==> config.mk <==
export PLATFORM = sky130hd
export DESIGN_NAME = i2s_loopback_top
export DESIGN_NICKNAME = d
export VERILOG_FILES = /design/src/i2s_pkg.sv /design/src/i2s_loopback_top.sv /design/src/i2s_transmitter.sv /design/src/sample_buffer.sv /design/src/i2s_receiver.sv /design/src/i2s_clock_gen.sv
export SDC_FILE = /design/constraint.sdc
export NUM_CORES = 1
export LEC_CHECK = 0
export BUFFER_PORTS_ARGS = -buffer_cell sky130_fd_sc_hd__buf_2
export CORE_ASPECT_RATIO = 0.8
export CORE_MARGIN = 2
export CORE_UTILIZATION = 31
export CTS_BUF_LIST = sky130_fd_sc_hd__clkbuf_4 sky130_fd_sc_hd__clkbuf_8 sky130_fd_sc_hd__clkbuf_16
export DETAILED_ROUTE_END_ITERATION = 10
export HOLD_SLACK_MARGIN = 0.05
export PLACE_DENSITY_LB_ADDON = 0.15
export SLEW_MARGIN = 5
export SYNTH_ARGS = -nofsm -noshare
export SYNTH_HDL_FRONTEND = slang
export SYNTH_SLANG_ARGS = --single-unit
==> constraint.sdc <==
create_clock -name lmmi_clk_i -period 2.8 [get_ports lmmi_clk_i]
set_input_delay 0.56 -clock lmmi_clk_i [delete_from_list [all_inputs] [get_ports lmmi_clk_i]]
set_output_delay 0.56 -clock lmmi_clk_i [all_outputs]
set_load 0.01 [all_outputs]
==> src/i2s_pkg.sv <==
package i2s_pkg;

    // one channel word, right-justified to the resolution
    typedef logic [31:0] sample_t;

    // bits per channel, legal range 1 to 32
    typedef logic [5:0] res_t;

    // lmmi_clk_i cycles per half bit-clock period
    typedef logic [9:0] ratio_t;

    // buffer depth, also the receiver's credit after reset
    localparam int unsigned buf_depth = 4;

    // counts 0 up to buf_depth
    typedef logic [2:0] credit_t;

    // fifo pointer
    typedef logic [$clog2(buf_depth)-1:0] ptr_t;

    // transmitter shift engine
    typedef enum logic [1:0] {
        idle,
        wait_word,
        shift
    } tx_state_t;

endpackage
==> src/i2s_loopback_top.sv <==
`timescale 1ns/100ps

module i2s_loopback_top
    import i2s_pkg::*;
(
    input  logic   lmmi_clk_i,
    input  logic   arst_n,
    input  res_t   conf_res,
    input  ratio_t conf_ratio,
    input  logic   conf_swap,
    input  logic   conf_en,
    input  logic   i2s_sd_i,
    output logic   i2s_sd_o,
    output logic   i2s_sck_o,
    output logic   i2s_ws_o,
    output logic   overflow
);

    logic    sck_rise;
    logic    sck_fall;
    logic    slot_start;
    logic    wr_valid;
    sample_t wr_data;
    logic    rx_credit;
    logic    rd_valid;
    sample_t rd_data;
    logic    tx_credit;

    // shared bit clock and frame for both directions
    i2s_clock_gen u_clock_gen (
        .lmmi_clk_i (lmmi_clk_i),
        .arst_n     (arst_n),
        .conf_ratio (conf_ratio),
        .conf_res   (conf_res),
        .conf_en    (conf_en),
        .i2s_sck    (i2s_sck_o),
        .sck_rise   (sck_rise),
        .sck_fall   (sck_fall),
        .ws         (i2s_ws_o),
        .slot_start (slot_start)
    );

    i2s_receiver u_receiver (
        .lmmi_clk_i (lmmi_clk_i),
        .arst_n     (arst_n),
        .conf_res   (conf_res),
        .conf_swap  (conf_swap),
        .conf_en    (conf_en),
        .i2s_sd     (i2s_sd_i),
        .sck_rise   (sck_rise),
        .slot_start (slot_start),
        .ws         (i2s_ws_o),
        .wr_valid   (wr_valid),
        .wr_data    (wr_data),
        .rx_credit  (rx_credit),
        .overflow   (overflow)
    );

    sample_buffer u_buffer (
        .lmmi_clk_i (lmmi_clk_i),
        .arst_n     (arst_n),
        .wr_valid   (wr_valid),
        .wr_data    (wr_data),
        .rx_credit  (rx_credit),
        .rd_valid   (rd_valid),
        .rd_data    (rd_data),
        .tx_credit  (tx_credit)
    );

    i2s_transmitter u_transmitter (
        .lmmi_clk_i (lmmi_clk_i),
        .arst_n     (arst_n),
        .conf_res   (conf_res),
        .sck_fall   (sck_fall),
        .slot_start (slot_start),
        .rd_valid   (rd_valid),
        .rd_data    (rd_data),
        .tx_credit  (tx_credit),
        .i2s_sd     (i2s_sd_o)
    );

endmodule

==> src/i2s_transmitter.sv <==
`timescale 1ns/100ps

module i2s_transmitter
    import i2s_pkg::*;
(
    input  logic    lmmi_clk_i,
    input  logic    arst_n,
    input  res_t    conf_res,
    input  logic    sck_fall,
    input  logic    slot_start,
    input  logic    rd_valid,
    input  sample_t rd_data,
    output logic    tx_credit,
    output logic    i2s_sd
);

    tx_state_t state;
    sample_t   hold;
    sample_t   sreg;
    logic      hold_valid;
    res_t      bit_cnt;
    logic      bit_due;

    // MSB goes out in wait_word, then conf_res-1 more bits in shift
    assign bit_due = (state == wait_word) || ((state == shift) && (bit_cnt < conf_res));

    always_ff @(posedge lmmi_clk_i or negedge arst_n) begin
        if (!arst_n) begin
            state      <= idle;
            hold_valid <= 1'b0;
            tx_credit  <= 1'b0;
            i2s_sd     <= 1'b0;
            bit_cnt    <= '0;
        end else begin
            tx_credit <= 1'b0;
            if (rd_valid) begin
                hold_valid <= 1'b1;
            end else if (slot_start && hold_valid) begin
                // held word moves to the shifter, register is free again
                hold_valid <= 1'b0;
                tx_credit  <= 1'b1;
            end
            if (sck_fall) begin
                // pad with zeros past the resolution
                i2s_sd <= bit_due ? sreg[31] : 1'b0;
                if (slot_start) begin
                    state   <= wait_word;
                    bit_cnt <= '0;
                end else begin
                    case (state)
                        wait_word: begin
                            state   <= shift;
                            bit_cnt <= res_t'(1);
                        end
                        shift: begin
                            if (bit_cnt != '1) begin
                                bit_cnt <= bit_cnt + res_t'(1);
                            end
                        end
                        default: begin
                            state <= idle;
                        end
                    endcase
                end
            end
        end
    end

    always_ff @(posedge lmmi_clk_i) begin
        if (rd_valid) begin
            hold <= rd_data;
        end
        // left-align so the MSB sits at bit 31
        if (slot_start) begin
            sreg <= hold_valid ? (hold << (res_t'(32) - conf_res)) : '0;
        end else if (sck_fall && (state != idle)) begin
            sreg <= {sreg[30:0], 1'b0};
        end
    end

    // buffer must honor the single credit
    a_hold_not_overwritten: assert property (
        @(posedge lmmi_clk_i) disable iff (!arst_n)
        rd_valid |-> !hold_valid
    );

endmodule

==> src/sample_buffer.sv <==
`timescale 1ns/100ps

module sample_buffer
    import i2s_pkg::*;
(
    input  logic    lmmi_clk_i,
    input  logic    arst_n,
    input  logic    wr_valid,
    input  sample_t wr_data,
    output logic    rx_credit,
    output logic    rd_valid,
    output sample_t rd_data,
    input  logic    tx_credit
);

    sample_t mem [buf_depth];
    ptr_t    wr_ptr;
    ptr_t    rd_ptr;
    credit_t count;
    logic    tx_cred;
    logic    pop;

    // hand a word over only when the holding register is free
    assign pop      = tx_cred && (count != '0);
    assign rd_valid = pop;
    assign rd_data  = mem[rd_ptr];

    always_ff @(posedge lmmi_clk_i or negedge arst_n) begin
        if (!arst_n) begin
            wr_ptr    <= '0;
            rd_ptr    <= '0;
            count     <= '0;
            tx_cred   <= 1'b1;
            rx_credit <= 1'b0;
        end else begin
            if (wr_valid) begin
                wr_ptr <= (wr_ptr == ptr_t'(buf_depth - 1)) ? '0 : wr_ptr + ptr_t'(1);
            end
            if (pop) begin
                rd_ptr <= (rd_ptr == ptr_t'(buf_depth - 1)) ? '0 : rd_ptr + ptr_t'(1);
            end
            count     <= count + credit_t'(wr_valid) - credit_t'(pop);
            // transmitter credit goes out with a pop and comes back on tx_credit
            tx_cred   <= (tx_cred && !pop) || tx_credit;
            // each freed slot goes back to the receiver
            rx_credit <= pop;
        end
    end

    always_ff @(posedge lmmi_clk_i) begin
        if (wr_valid) begin
            mem[wr_ptr] <= wr_data;
        end
    end

    // receiver credits must keep it from overrunning the storage
    a_no_write_full: assert property (
        @(posedge lmmi_clk_i) disable iff (!arst_n)
        wr_valid |-> (count != credit_t'(buf_depth))
    );

    // transmitter only returns a credit it was given
    a_tx_credit_owed: assert property (
        @(posedge lmmi_clk_i) disable iff (!arst_n)
        tx_credit |-> !tx_cred
    );

endmodule

==> src/i2s_receiver.sv <==
`timescale 1ns/100ps

module i2s_receiver
    import i2s_pkg::*;
(
    input  logic    lmmi_clk_i,
    input  logic    arst_n,
    input  res_t    conf_res,
    input  logic    conf_swap,
    input  logic    conf_en,
    input  logic    i2s_sd,
    input  logic    sck_rise,
    input  logic    slot_start,
    input  logic    ws,
    output logic    wr_valid,
    output sample_t wr_data,
    input  logic    rx_credit,
    output logic    overflow
);

    sample_t sreg;
    sample_t hold;
    sample_t word;
    sample_t res_mask;
    sample_t push_data;
    res_t    bit_cnt;
    logic    first_rise;
    logic    hold_valid;
    logic    left_pend;
    logic    word_done;
    logic    push_req;
    credit_t credit_cnt;
    credit_t credit_avail;

    // keep only conf_res low bits
    assign res_mask = (conf_res >= res_t'(32)) ? '1 : (sample_t'(1) << conf_res) - sample_t'(1);

    // the first rise after a ws change carries the LSB of the previous slot
    assign word      = {sreg[30:0], i2s_sd} & res_mask;
    assign word_done = sck_rise && first_rise && (bit_cnt == conf_res - res_t'(1));

    // ws has already flipped, so ws high means a left word just ended
    assign push_req  = conf_en && ((word_done && !(conf_swap && ws)) || left_pend);
    assign push_data = left_pend ? hold : word;

    // a push in flight has already spent its credit
    assign credit_avail = wr_valid ? credit_cnt - credit_t'(1) : credit_cnt;

    always_ff @(posedge lmmi_clk_i or negedge arst_n) begin
        if (!arst_n) begin
            sreg       <= '0;
            bit_cnt    <= '0;
            first_rise <= 1'b0;
            hold_valid <= 1'b0;
            left_pend  <= 1'b0;
            wr_valid   <= 1'b0;
            overflow   <= 1'b0;
            credit_cnt <= credit_t'(buf_depth);
        end else begin
            credit_cnt <= credit_cnt - credit_t'(wr_valid) + credit_t'(rx_credit);
            wr_valid   <= push_req && (credit_avail != '0);
            // no room downstream, word is lost
            overflow   <= push_req && (credit_avail == '0);
            left_pend  <= 1'b0;
            if (!conf_en) begin
                sreg       <= '0;
                bit_cnt    <= '0;
                first_rise <= 1'b0;
                hold_valid <= 1'b0;
            end else begin
                if (slot_start) begin
                    first_rise <= 1'b1;
                end
                if (sck_rise) begin
                    if (first_rise) begin
                        // start the next word from a clean register
                        first_rise <= 1'b0;
                        sreg       <= '0;
                        bit_cnt    <= '0;
                    end else begin
                        sreg <= {sreg[30:0], i2s_sd};
                        if (bit_cnt != '1) begin
                            bit_cnt <= bit_cnt + res_t'(1);
                        end
                    end
                end
                if (word_done) begin
                    if (!conf_swap) begin
                        hold_valid <= 1'b0;
                    end else if (ws) begin
                        // park left until its right partner arrives
                        hold_valid <= 1'b1;
                    end else if (hold_valid) begin
                        hold_valid <= 1'b0;
                        left_pend  <= 1'b1;
                    end
                end
            end
        end
    end

    always_ff @(posedge lmmi_clk_i) begin
        if (push_req) begin
            wr_data <= push_data;
        end
        if (word_done && conf_swap && ws) begin
            hold <= word;
        end
    end

    // credit protocol toward the sample buffer
    a_push_has_credit: assert property (
        @(posedge lmmi_clk_i) disable iff (!arst_n)
        wr_valid |-> (credit_cnt != '0)
    );

    // the buffer never hands back more than it lent
    a_credit_bounded: assert property (
        @(posedge lmmi_clk_i) disable iff (!arst_n)
        credit_cnt <= credit_t'(buf_depth)
    );

endmodule

==> src/i2s_clock_gen.sv <==
`timescale 1ns/100ps

module i2s_clock_gen
    import i2s_pkg::*;
(
    input  logic   lmmi_clk_i,
    input  logic   arst_n,
    input  ratio_t conf_ratio,
    input  res_t   conf_res,
    input  logic   conf_en,
    output logic   i2s_sck,
    output logic   sck_rise,
    output logic   sck_fall,
    output logic   ws,
    output logic   slot_start
);

    ratio_t div_cnt;
    res_t   bit_cnt;

    always_ff @(posedge lmmi_clk_i or negedge arst_n) begin
        if (!arst_n) begin
            div_cnt    <= '0;
            bit_cnt    <= '0;
            i2s_sck    <= 1'b0;
            ws         <= 1'b0;
            sck_rise   <= 1'b0;
            sck_fall   <= 1'b0;
            slot_start <= 1'b0;
        end else begin
            // strobes last a single cycle
            sck_rise   <= 1'b0;
            sck_fall   <= 1'b0;
            slot_start <= 1'b0;
            if (!conf_en) begin
                // parked with sck and ws low
                div_cnt <= '0;
                bit_cnt <= '0;
                i2s_sck <= 1'b0;
                ws      <= 1'b0;
            end else if (div_cnt >= conf_ratio - ratio_t'(1)) begin
                div_cnt <= '0;
                i2s_sck <= ~i2s_sck;
                if (!i2s_sck) begin
                    sck_rise <= 1'b1;
                end else begin
                    sck_fall <= 1'b1;
                    // last bit of the slot ends here, flip channel
                    if (bit_cnt >= conf_res - res_t'(1)) begin
                        bit_cnt    <= '0;
                        ws         <= ~ws;
                        slot_start <= 1'b1;
                    end else begin
                        bit_cnt <= bit_cnt + res_t'(1);
                    end
                end
            end else begin
                div_cnt <= div_cnt + ratio_t'(1);
            end
        end
    end

    // bit counter stays inside the slot, so ws keeps a conf_res period
    a_bit_cnt_in_slot: assert property (
        @(posedge lmmi_clk_i) disable iff (!arst_n)
        (conf_res != '0) |-> (bit_cnt < conf_res)
    );

endmodule

* Yosys cells after proc, flatten, opt, wreduce, memory -nomap -nowiden *
Memory sizes are Yosys's and may differ from the RTL's. A register that Yosys moved wholly into a read port is not among the register bits.
Index checks and enable logic that the tools add are counted.

word-level totals
  memories = 1
  input port bits = 21
  register bits after elaboration = 182
  RAM bits = 128
  logic and storage cells = 161
  output and inout bits = 4

memory list
  name          words  bits a word  rd ports  clocked after memory_dff  wr ports  RTL line             RTL
  u_buffer.mem  4      32           1         1                         1         sample_buffer.sv:16  sample_t mem [buf_depth];

operators by class
  reductions and logical operators = 31
  magnitude comparators = 4
  muxes and demuxes = 62
  add/subtract/negate cells = 15
  bitwise gates (word level) = 3
  equal/unequal tests = 15
  shift-type cells = 2

operator list
  operator                                            number
  two-way mux 32 bit                                  5
  two-way mux 31 bit                                  3
  two-way mux 6 bit                                   10
  two-way mux 1 bit                                   36
  AND 32 bit                                          1
  << shifter 1 x 6 -> 32 bit, first input constant    1
  << shifter 32 x 6 -> 32 bit                         1
  subtractor 32 x 1 -> 32 bit, second input constant  1
  two-way mux 10 bit                                  2
  adder 6 x 1 -> 6 bit, second input constant         3
  logical AND 1 bit                                   14
  != test 6 bit, second input constant                2
  case mux 6 bit (2 select lines)                     1
  adder 10 x 1 -> 10 bit, second input constant       1
  >= comparator 10 bit                                1
  != test 2 x 1 -> 1 bit, second input constant       5
  subtractor 10 x 1 -> 10 bit, second input constant  1
  nonzero test 3 bit                                  3
  adder 3 x 1 -> 3 bit                                2
  == test 2 bit, second input constant                3
  == test 6 bit                                       1
  >= comparator 6 bit                                 1
  >= comparator 6 bit, second input constant          1
  < comparator 6 bit                                  1
  other kinds (19)                                    32

* Logic depth before layout (Yosys ltp) *
  depth in word-level cells = 7
  mapped depth = 12

* Modules after synthesis *
From an unflattened synthesis, not the netlist that was laid out.

second synthesis, totals
  cell total of the unflattened synthesis = 1264
  area total of the unflattened synthesis = 17072.6 µm²

modules (own cells, without submodules)
  module           times used  cells an instance  area each (µm²)
  i2s_receiver     1           519                5878.1
  sample_buffer    1           208                5141.2
  i2s_transmitter  1           370                4466.8
  i2s_clock_gen    1           167                1586.5

* Worst setup path after synthesis *
No wires, ideal clock.

  path type = input port to flip-flop
  start = input port conf_res[0]
  end = register u_receiver.hold[0] (enable)
  path buffers = 3
  setup slack = -1.256 ns
  setup time = 0.421 ns
  stages = 9
  required time = 2.379 ns
  data arrival time = 3.635 ns
  cells stage by stage = buf_4 -> buf_4 -> inv_1 -> ha_1 -> clkbuf_1 -> xnor2_1 -> nor4_1 -> nand4_1 -> nor2_1

on the way
  word-level cells in the longest chain between the ends = 5

ends and longest elaborated chain
  element                          RTL line               RTL
  start, declared                  i2s_loopback_top.sv:8  input res_t conf_res,
  subtractor 6 x 1 -> 6 bit        i2s_receiver.sv:40     assign word_done = sck_rise && first_rise && (bit_cnt == conf_res - res_t'(1));
  == test 6 bit                    i2s_receiver.sv:40
  logical AND 1 bit                i2s_receiver.sv:40
  logical AND 1 bit (2 in series)  i2s_receiver.sv:106    if (word_done && conf_swap && ws) begin
  end signal, assigned             i2s_receiver.sv:107    hold <= word;
  end, declared                    i2s_receiver.sv:22     sample_t hold;

Every way passes these cells.
A chain may end at the register's enable or synchronous reset.

* Worst setup path after layout *
  start = input port conf_ratio[0]
  end = register u_clock_gen.bit_cnt[5]

on the way
  word-level cells in the longest chain between the ends = 4

ends and longest elaborated chain
  element                           RTL line               RTL
  start, declared                   i2s_loopback_top.sv:9  input ratio_t conf_ratio,
  subtractor 10 x 1 -> 10 bit       i2s_clock_gen.sv:41    end else if (div_cnt >= conf_ratio - ratio_t'(1)) begin
  >= comparator 10 bit              i2s_clock_gen.sv:41
  != test 2 x 1 -> 1 bit (no line)  -
  AND reduction 2 bit (no line)     -
  end signal, assigned              i2s_clock_gen.sv:54    bit_cnt <= bit_cnt + res_t'(1);
  end, declared                     i2s_clock_gen.sv:19    res_t bit_cnt;

Every way passes these cells.

==> results.toml <==
[yosys]
synthCells = 1221
synth_top_area_cell = "edfxtp_1"
ys_types = 90
synth_warnings = 0
synth_common_cells = "edfxtp_1, nand2_1, dfrtp_1"
synth-edff-count = 256
yosysMostFrequentCell = "edfxtp_1"
syn_nets = 1288
async_flop_share = 0.251
synth_seq_cells = 342
ys.flop_type = "edfxtp_1"
synthTopCellsByArea = "edfxtp_1, dfrtp_1, mux4_2"
netlist.area_leader.share = 0.457
netlist_area_mm2 = 0.0168
avgSynthCellArea_um2 = 13.8
ys_seq_area_frac = 0.585

[setup_path]
worstSetupPathType = "primary input to register"
r2r_cells = 7
r2r-start = "u_clock_gen.div_cnt[5]$_DFF_PN0_"
crit_fanout = 7
r2r-end = "u_clock_gen.bit_cnt[2]$_DFFE_PN0P_"
required_ns = 3.21
cp-end-kind = "register"
reg2reg_slack_ns = 0.49
setup.worst_path.start = "conf_ratio[0]"
worstPathArrival_ns = 3.00
startpoint_type = "primary input"

[floorplanning]
die_w_um = 264
core_mm2 = 0.0537
io_pins = 25
fp-row-count = 76
start_util = 0.313
dieArea_mm2 = 0.0561
fp.dieH_um = 212

[power_and_ir_drop]
switchingPower_mw = 2.50
p_clk_frac = 0.423
pwr-share-seq = 0.492
combPwrFrac = 0.085
swShare = 0.226
internal_power_mw = 8.56
peakVddDrop_mv = 0.345
powerDensity_mw_per_mm2 = 550
p_leak_nw = 7.57

[detailed_routing]
num_vias = 10500
post_drt_wl_per_cell_um = 19.6
drtAntennaViolNets = 0
drc_errors = 0
drt_iter0_drc = 665
first_pass_iters = 7
post_drt_via_cell_ratio = 4.98
routed_wirelength_mm = 41.2

[clocking]
clock_path_buffers = 3
numCtsBuffers = 37
cts.sinks = 342
cts_max_level = 2
cts_setup_buffers = 0
cts_tree = "done"
clock_latency_ns = 0.53
clk_pin_slew_ns = 0.06
cts_root_buf = "clkbuf_16"

[outcome]
status = "complete, no violations"

[timing]
worst_slack_ns = 0.205
fin_setup_tns_ns = 0
finalHoldViolations = 0
worst_slew_pin_slew_ns = 0.731
fmax_ghz = 0.385
skew_ns = 0.0210
min_period_ns = 2.59
rsz0062_at_grt = "no"
min_period_over_period = 0.927
finalSetupViolCount = 0
slew_headroom = 0.509
finalMaxSlewViolations = 0

[global_route]
grt_pass1_vias = 10700
grt_max_degree = 42
grt.overflow.total = 0
grt_pass1_wl_mm = 64.6
track_usage = 0.149
antenna_found_initial = 0

[finish]
final_core_utilization = 0.374
multi_input_area_mm2 = 0.00661
regArea_mm2 = 0.00984
n_antenna_cell = 0
nets = 1438
layout-drive-gt1-share = 0.273
syn2layout_area_growth_pct = 19.6
fill_cells = 5118

[place]
dp_slack_ns = -0.323
port_buffers = 24
dp_hpwl_mm = 29.6
routabilityCongestion = 0.796

[min_path]
hold_depth = 3
hp-start = "conf_swap"
min_to = "u_receiver.left_pend$_DFF_PN0_"
hold_path.class = "primary input to register"

[flow_run]
cap_violations = 0
[metrics by stage]
stage	total power, mW	cells	instance area [µm²]	hold WS (ns)
floorplan	6.10	1221	17000	0.264
global placement	6.49	2033	18900	0.480
detailed placement	6.49	2033	18900	0.482
CTS	11.2	2101	20100	0.237
global route	11.5	2101	20100	0.266
finish	11.1	2101	20100	0.270
[registers in the layout, summed over array words and instances, names as in the netlist, 10 cells and up]
signal	cells
u_receiver.wr_data	32
u_transmitter.sreg	32
u_receiver.hold	32
u_transmitter.hold	32
u_receiver.sreg	31
u_buffer.mem	128
u_clock_gen.div_cnt	10
[cells in the final DEF (no fill, tap or decap), types with 16 or more instances in the layout]
master / instances
nand2_1: 90
a21oi_1: 34
o21ai_0: 27
nor3_1: 16
mux2i_1: 30
xnor2_1: 32
edfxtp_1: 256
and3_1: 17
ha_1: 42
nand3_1: 31
nor2_1: 52
mux2_2: 33
dfrtp_1: 83
clkbuf_16: 39
a22o_1: 30
buf_2: 23
mux4_2: 60
inv_1: 39
buf_4: 145
[layer usage]
metal | up-vias | global-route usage | share of wire
met4 | 0 | 0.0310 | 0.013
met1 | 5249 | 0.230 | 0.52
li1 | 5024 | - | -
met3 | 39 | 0.0222 | 0.032
met2 | 159 | 0.222 | 0.43
met5 | - | 0 | 0
[final cells by class]
type | instances | area share
Timing Repair Buffer | 180 | 0.0713
Clock buffer | 52 | 0.0543
Sequential cell | 342 | 0.489
Inverter | 44 | 0.00883
Clock inverter | 15 | 0.00361
Multi-Input combinational cell | 766 | 0.329
Tap cell | 702 | 0.0437
[cell families (layout without fill, tap and decap cells)]
group           after synthesis  in the layout  share of synthesized area
buf+inv                     113            291                     0.0288
flops                       342            342                      0.585
simple gates                305            305                     0.0953
compound gates              244            244                      0.109
mux                         123            123                      0.120
fa+ha+maj                    46             46                     0.0351
xor+xnor                     48             48                     0.0267
[worst max-delay path by stage]
stage | cells after the start | slack (ns) | end
final | 13 | 0.21 | u_clock_gen.bit_cnt[5]$_DFFE_PN0P_
after global routing | 13 | 0.03 | u_clock_gen.bit_cnt[2]$_DFFE_PN0P_
after CTS | 13 | 0.23 | u_clock_gen.bit_cnt[2]$_DFFE_PN0P_
after detailed placement | 13 | -0.32 | u_clock_gen.bit_cnt[2]$_DFFE_PN0P_
after global placement | 13 | -0.27 | u_clock_gen.bit_cnt[2]$_DFFE_PN0P_
after floorplan | 10 | -0.06 | u_receiver.wr_data[0]$_DFFE_PP_
[timing repair]
action                                  CTS  global route
endpoints found under the hold margin    28             0
gates resized for setup                   0             0
endpoints found under the setup margin    0             0
hold buffers                              1             0
[power by group through the flow]
stage / clock (mW) / sequential (mW) / combinational [mW]
global route: 5.06 / 5.44 / 1.04
floorplan: 0 / 5.54 / 0.556
global placement: 0 / 5.54 / 0.950
detailed placement: 0 / 5.54 / 0.950
finish: 4.68 / 5.44 / 0.943
CTS: 4.84 / 5.44 / 0.956
[worst max-delay path, cell delays in order]
cell	delay, ns
buf_2	0.11
inv_1	0.07
ha_1	0.19
nand2_1	0.09
or3_1	0.37
nor3_2	0.14
xnor2_1	0.08
ha_1	0.29
nand4_1	0.12
a21oi_2	0.20
a221o_1	0.36
o211ai_1	0.14
a32o_1	0.28
Note: power is estimated with default switching activity, not from simulation.
